--- config.mk ---
export PLATFORM = sky130hd
export DESIGN_NAME = rob_alloc
export DESIGN_NICKNAME = d
export VERILOG_FILES = /design/src/source/rename_pkg.sv /design/src/source/rob_alloc.sv
export VERILOG_INCLUDE_DIRS = /design/src /design/src/source
export SDC_FILE = /design/constraint.sdc
export NUM_CORES = 1
export LEC_CHECK = 0
export ABC_AREA = 1
export BUFFER_PORTS_ARGS = -buffer_cell sky130_fd_sc_hd__buf_2
export CORE_AREA = 2 2 62 64
export DETAILED_ROUTE_END_ITERATION = 7
export DIE_AREA = 0 0 64 66
export HOLD_SLACK_MARGIN = 0.15
export MAX_ROUTING_LAYER = met4
export PLACE_DENSITY = 0.75
export SYNTH_ARGS = -nofsm -noshare
export SYNTH_HDL_FRONTEND = slang
export SYNTH_SLANG_ARGS = --single-unit
--- constraint.sdc ---
create_clock -name clk -period 2 [get_ports clk]
set_input_delay 0.2 -clock clk [delete_from_list [all_inputs] [get_ports clk]]
set_output_delay 0.2 -clock clk [all_outputs]
set_load 0.01 [all_outputs]
--- src/source/rename_defs.svh ---
`ifndef RENAME_DEFS_SVH
`define RENAME_DEFS_SVH

// architectural register space
`define NUM_AREGS 32
`define AREG_W    5

// reorder buffer
`define ROB_DEPTH 64
`define ROB_ID_W  6

// datapath width
`define XLEN      32

// rename and retire slots per cycle
`define ISSUE_W   2

`endif

--- src/source/rename_pkg.sv ---
`include "rename_defs.svh"

package rename_pkg;

    typedef logic [`AREG_W-1:0]   areg_t;
    typedef logic [`ROB_ID_W-1:0] rob_id_t;

    // check bit flips on every rename of an areg
    typedef struct packed {
        logic    check;
        rob_id_t rob_id;
    } rat_entry_t;

    typedef enum logic [1:0] {
        FU_ALU    = 2'd0,
        FU_MDU    = 2'd1,
        FU_LSU    = 2'd2,
        FU_BRANCH = 2'd3
    } fu_op_e;

    typedef struct packed {
        logic              valid;
        fu_op_e            fu_op;
        areg_t [1:0]       src;
        areg_t             dst;
        logic              wr_reg;
        logic              use_imm;
        logic [`XLEN-1:0]  imm;
    } dec_slot_t;

    typedef struct packed {
        dec_slot_t [`ISSUE_W-1:0] slot;
        logic [`XLEN-1:0]         pc;
    } dec_pkt_t;

    typedef struct packed {
        logic                   valid;
        fu_op_e                 fu_op;
        areg_t                  dst;
        rob_id_t                dst_id;
        logic                   dst_check;
        rob_id_t [1:0]          src_id;
        logic [1:0][`XLEN-1:0]  src_data;
        logic [1:0]             src_rdy;
        logic                   use_imm;
        logic [`XLEN-1:0]       imm;
    } ren_slot_t;

    typedef struct packed {
        ren_slot_t [`ISSUE_W-1:0] slot;
        logic [`XLEN-1:0]         pc;
    } ren_pkt_t;

    typedef struct packed {
        logic             valid;
        logic             wr_reg;
        areg_t            areg;
        rob_id_t          rob_id;
        logic             check;
        logic [`XLEN-1:0] data;
    } retire_t;

    // r0 is hardwired and never committed
    function automatic logic retire_writes(retire_t r);
        return r.valid && r.wr_reg && (r.areg != '0);
    endfunction

endpackage

--- src/source/rob_alloc.sv ---
`timescale 1ns/1ps
`include "rename_defs.svh"

module rob_alloc import rename_pkg::*; (
    input  logic                      clk,
    input  logic                      rst_n_i,
    input  logic                      flush_i,
    input  logic                      alloc_i,
    input  logic    [`ISSUE_W-1:0]    slot_valid_i,
    input  retire_t [`ISSUE_W-1:0]    retire_i,
    output rob_id_t [`ISSUE_W-1:0]    rob_id_o,
    output logic                      room_o
);

    localparam int CNT_W = `ROB_ID_W + 1;
    localparam int N_W   = $clog2(`ISSUE_W + 1);

    logic [CNT_W-1:0] count_q;
    logic [CNT_W-1:0] count_d;
    rob_id_t          ptr_q;
    rob_id_t          next_id;
    logic [N_W-1:0]   n_alloc;
    logic [N_W-1:0]   n_retire;

    // ids only go to valid slots starting at slot 0
    always_comb begin
        next_id  = ptr_q;
        n_alloc  = '0;
        n_retire = '0;
        for (int s = 0; s < `ISSUE_W; s++) begin
            rob_id_o[s] = next_id;
            if (slot_valid_i[s]) begin
                next_id = rob_id_t'(next_id + 1'b1);
                if (alloc_i) begin
                    n_alloc = N_W'(n_alloc + 1'b1);
                end
            end
            if (retire_i[s].valid) begin
                n_retire = N_W'(n_retire + 1'b1);
            end
        end
    end

    assign count_d = count_q + CNT_W'(n_alloc) - CNT_W'(n_retire);

    // room for a full pair
    assign room_o = (count_q <= CNT_W'(`ROB_DEPTH - `ISSUE_W));

    always_ff @(posedge clk) begin
        if (!rst_n_i || flush_i) begin
            count_q <= '0;
            ptr_q   <= '0;
        end else begin
            count_q <= count_d;
            if (alloc_i) begin
                ptr_q <= next_id;
            end
        end
    end

    a_count_bound: assert property (
        @(posedge clk) disable iff (!rst_n_i)
        count_q <= CNT_W'(`ROB_DEPTH)
    );

    a_no_retire_empty: assert property (
        @(posedge clk) disable iff (!rst_n_i)
        (count_q == '0) |-> (n_retire == '0)
    );

endmodule

==> results.md <==
- Register Area: 262 sq um
- Post-detail-place hpwl: 1890 microns
- Clk Latency, worst-skew pair: 0.28 ns
- GRT Util Overall: 0.124
- Layout area overhead: 21.5%
- H-tree depth: 1
- Crit path max fanout: 2
- FF+latch count, synth: 13
- GPL Wtd Cong: 0.766
- Initial antenna violation count: 0
- Share of layout cells above drive strength 1: 0.286
- Rows: 22
- Clock tree from TritonCTS: yes
- WL/cell: approximately 9.9 microns
- Synthesized area per cell: a little over 7 sq um
- EDFF count, synth: 0
- DR vias: 1,060
- Die width: 64 microns
- First drt pass iteration count: 4
- Lkg Pwr: 0.670 nW
- Die Area: around 0.0042 sq mm
- Prevailing post-synth register cell: dfxtp_1
- Max-cap viol count: 0
- Final setup vio count: 0
- DP Cell Count: roughly 230
- First-pass GRT wire length: 4030 microns
- Non-Filler Instances: 233
- Final global-route overflow total: 0
- Pwr Density: 597 mW/mm^2
- PortBufs: 20
- Final Hold Vio Count: 0
- FF-to-FF setup slack: 0.15 ns
- Worst-path clk slew: 0.09 ns
- Pin count of the biggest net entering global routing: 10
- Worst min-delay path class: primary input to flip-flop
- WHS Path Cells: 3
- Fmax: 0.540 GHz
- CP endpoint kind: flip-flop
- Main area contributors after synthesis: dfxtp_1 23%, ha_1 16%, inv_1 9.5%
- Worst Path Required: 2.17 ns
- Design Power: 0.805 mW
- Crit path DAT: 2.03 ns
- FILL cells: a little under 400
- Clk root buf: clkbuf_4
- Layout Nets: 300
- Fin crit share: 0.926
- Worst rel slew slack: 0.820
- Status: complete, no violations
- Antenna Nets Post-Route: 0
- Final setup skew: 0.00105 ns
- # clock sinks: 13
- RSZ-0062 raised after global routing: no
- Synthesized cell area: 0.00111 sq mm
- Synth top area share: 0.234
- Setup bufs post-CTS: 0
- Kind of critical path: flip-flop to flip-flop
- CP Launch Type: flip-flop
- Clock Path Buffers: 2
- Post-Synthesis Cells: roughly 150
- Netlist cell types: 28
- Routed wire length: 2300 microns
- Antenna Diode Count: 0
- Synth area leader: dfxtp_1
- Syn Nets: 268
- DRC viols: 0
- R2r worst-path depth: 7
- Initial Util: 0.313
- FFs w/ async S/R, synth: 0
- Yosys warns: 0
- Worst VDD drop: 0.350 mV
- Die H: 66 microns
- CTS Buf Count: 3
- Area of the core: roughly 0.0036 sq mm
- Worst-margin pin slew: 0.269 ns
- Sequential share of the synthesized area: 0.234
- Final Critical Period: approximately 1.9 ns
- Multi-input gate area: between 700 and 800 sq um
- Number of I/O pins: between 100 and 150
- Vias in the first global route: 1,007
- Slew Limit Fails: 0
- Drt via density: 4.55
- DR iter-0 viols: 23
==> final cells by class <==
class,instances,area share
Sequential cell,13,0.194
Timing Repair Buffer,28,0.119
Inverter,30,0.0835
Tap cell,48,0.0445
Clock buffer,4,0.0195
Multi-Input combinational cell,110,0.540
==> state kept, by name (all words and copies together) (netlist names) <==
signal	cells
count_q	7
ptr_q	6
==> critical path, stage by stage (launching register included) <==
cell     delay [ns]
dfxtp_2        0.32
inv_1          0.05
fa_1           0.54
inv_1          0.07
ha_1           0.32
a31o_2         0.25
o21ai_0        0.15
a21oi_1        0.05
==> metal layers <==
layer / vias to the layer above / share of wire / global-route usage
met4: 0 / 0.0039 / 0.0245
met3: 2 / 0.050 / 0.0341
met5: - / 0 / -
met1: 472 / 0.48 / 0.143
li1: 563 / - / -
met2: 23 / 0.47 / 0.217
==> synth_stat cells, types with 2 or more instances <==
master	count
nand4_1	3
nand3_1	7
ha_1	14
nor3_1	2
nand2_2	4
inv_1	28
dfxtp_1	13
a21oi_1	14
o21ai_1	3
fa_1	2
nor2_2	4
inv_2	2
nand2_1	26
nor2_1	7
o21ai_0	9
nand2_4	2
nor2_4	3
==> power by group <==
part	leakage, nW	internal [mW]	switching (mW)
clock network	0.0150	0.0773	0.0980
logic	0.548	0.134	0.186
registers	0.107	0.286	0.0243
==> through the flow <==
stage	cell area (sq um)	worst slack (ns)	util	setup TNS [ns]	hold WS, ns
global placement	1320	-0.0688	0.372	-0.0843	0.537
floorplan	1110	0.0453	-	0	0.284
global route	1350	0.00241	0.380	0	0.266
detailed placement	1320	-0.0886	0.372	-0.130	0.550
finish	1350	0.148	0.380	0	0.261
CTS	1350	0.0612	0.379	0	0.253
==> cells in the final DEF, fill, tap and decap left out, drive strengths merged <==
cell type / count
buf: 28
fa: 2
ha: 14
nand3b: 1
dfxtp: 13
nand2: 32
a211oi: 1
o21ai: 13
clkbuf: 4
nor3: 3
nand3: 8
a221oi: 1
inv: 30
a21oi: 15
o211ai: 1
nor2: 14
nand4: 3
xor2: 1
a31o: 1
==> cell families (layout without fill, tap and decap cells) <==
| group | count (synthesis) | in the layout | synth area share |
|---|---|---|---|
| XOR/XNOR | 1 | 1 | 0.00789 |
| AO/OA/AOI/OAI | 32 | 32 | 0.162 |
| AND/OR/NAND/NOR | 61 | 61 | 0.290 |
| flip-flops | 13 | 13 | 0.234 |
| adder cells (fa/ha/maj) | 16 | 16 | 0.194 |
| buffers and inverters | 31 | 62 | 0.112 |
==> worst paths after layout <==
kind / start / end
worst max-delay path: count_q[1]$_SDFF_PP0_ / count_q[3]$_SDFF_PP0_
worst min-delay path: alloc_i / ptr_q[5]$_SDFFE_PP0P_
worst max register to register: count_q[1]$_SDFF_PP0_ / count_q[3]$_SDFF_PP0_
worst min register to register: ptr_q[1]$_SDFFE_PP0P_ / ptr_q[1]$_SDFFE_PP0P_
==> repair_timing <==
item,4_1_cts,5_1_grt
gates resized for setup,0,2
hold buffers,0,0
endpoints found under the setup margin,0,2
No activity file was read; power rests on OpenSTA's default activity.
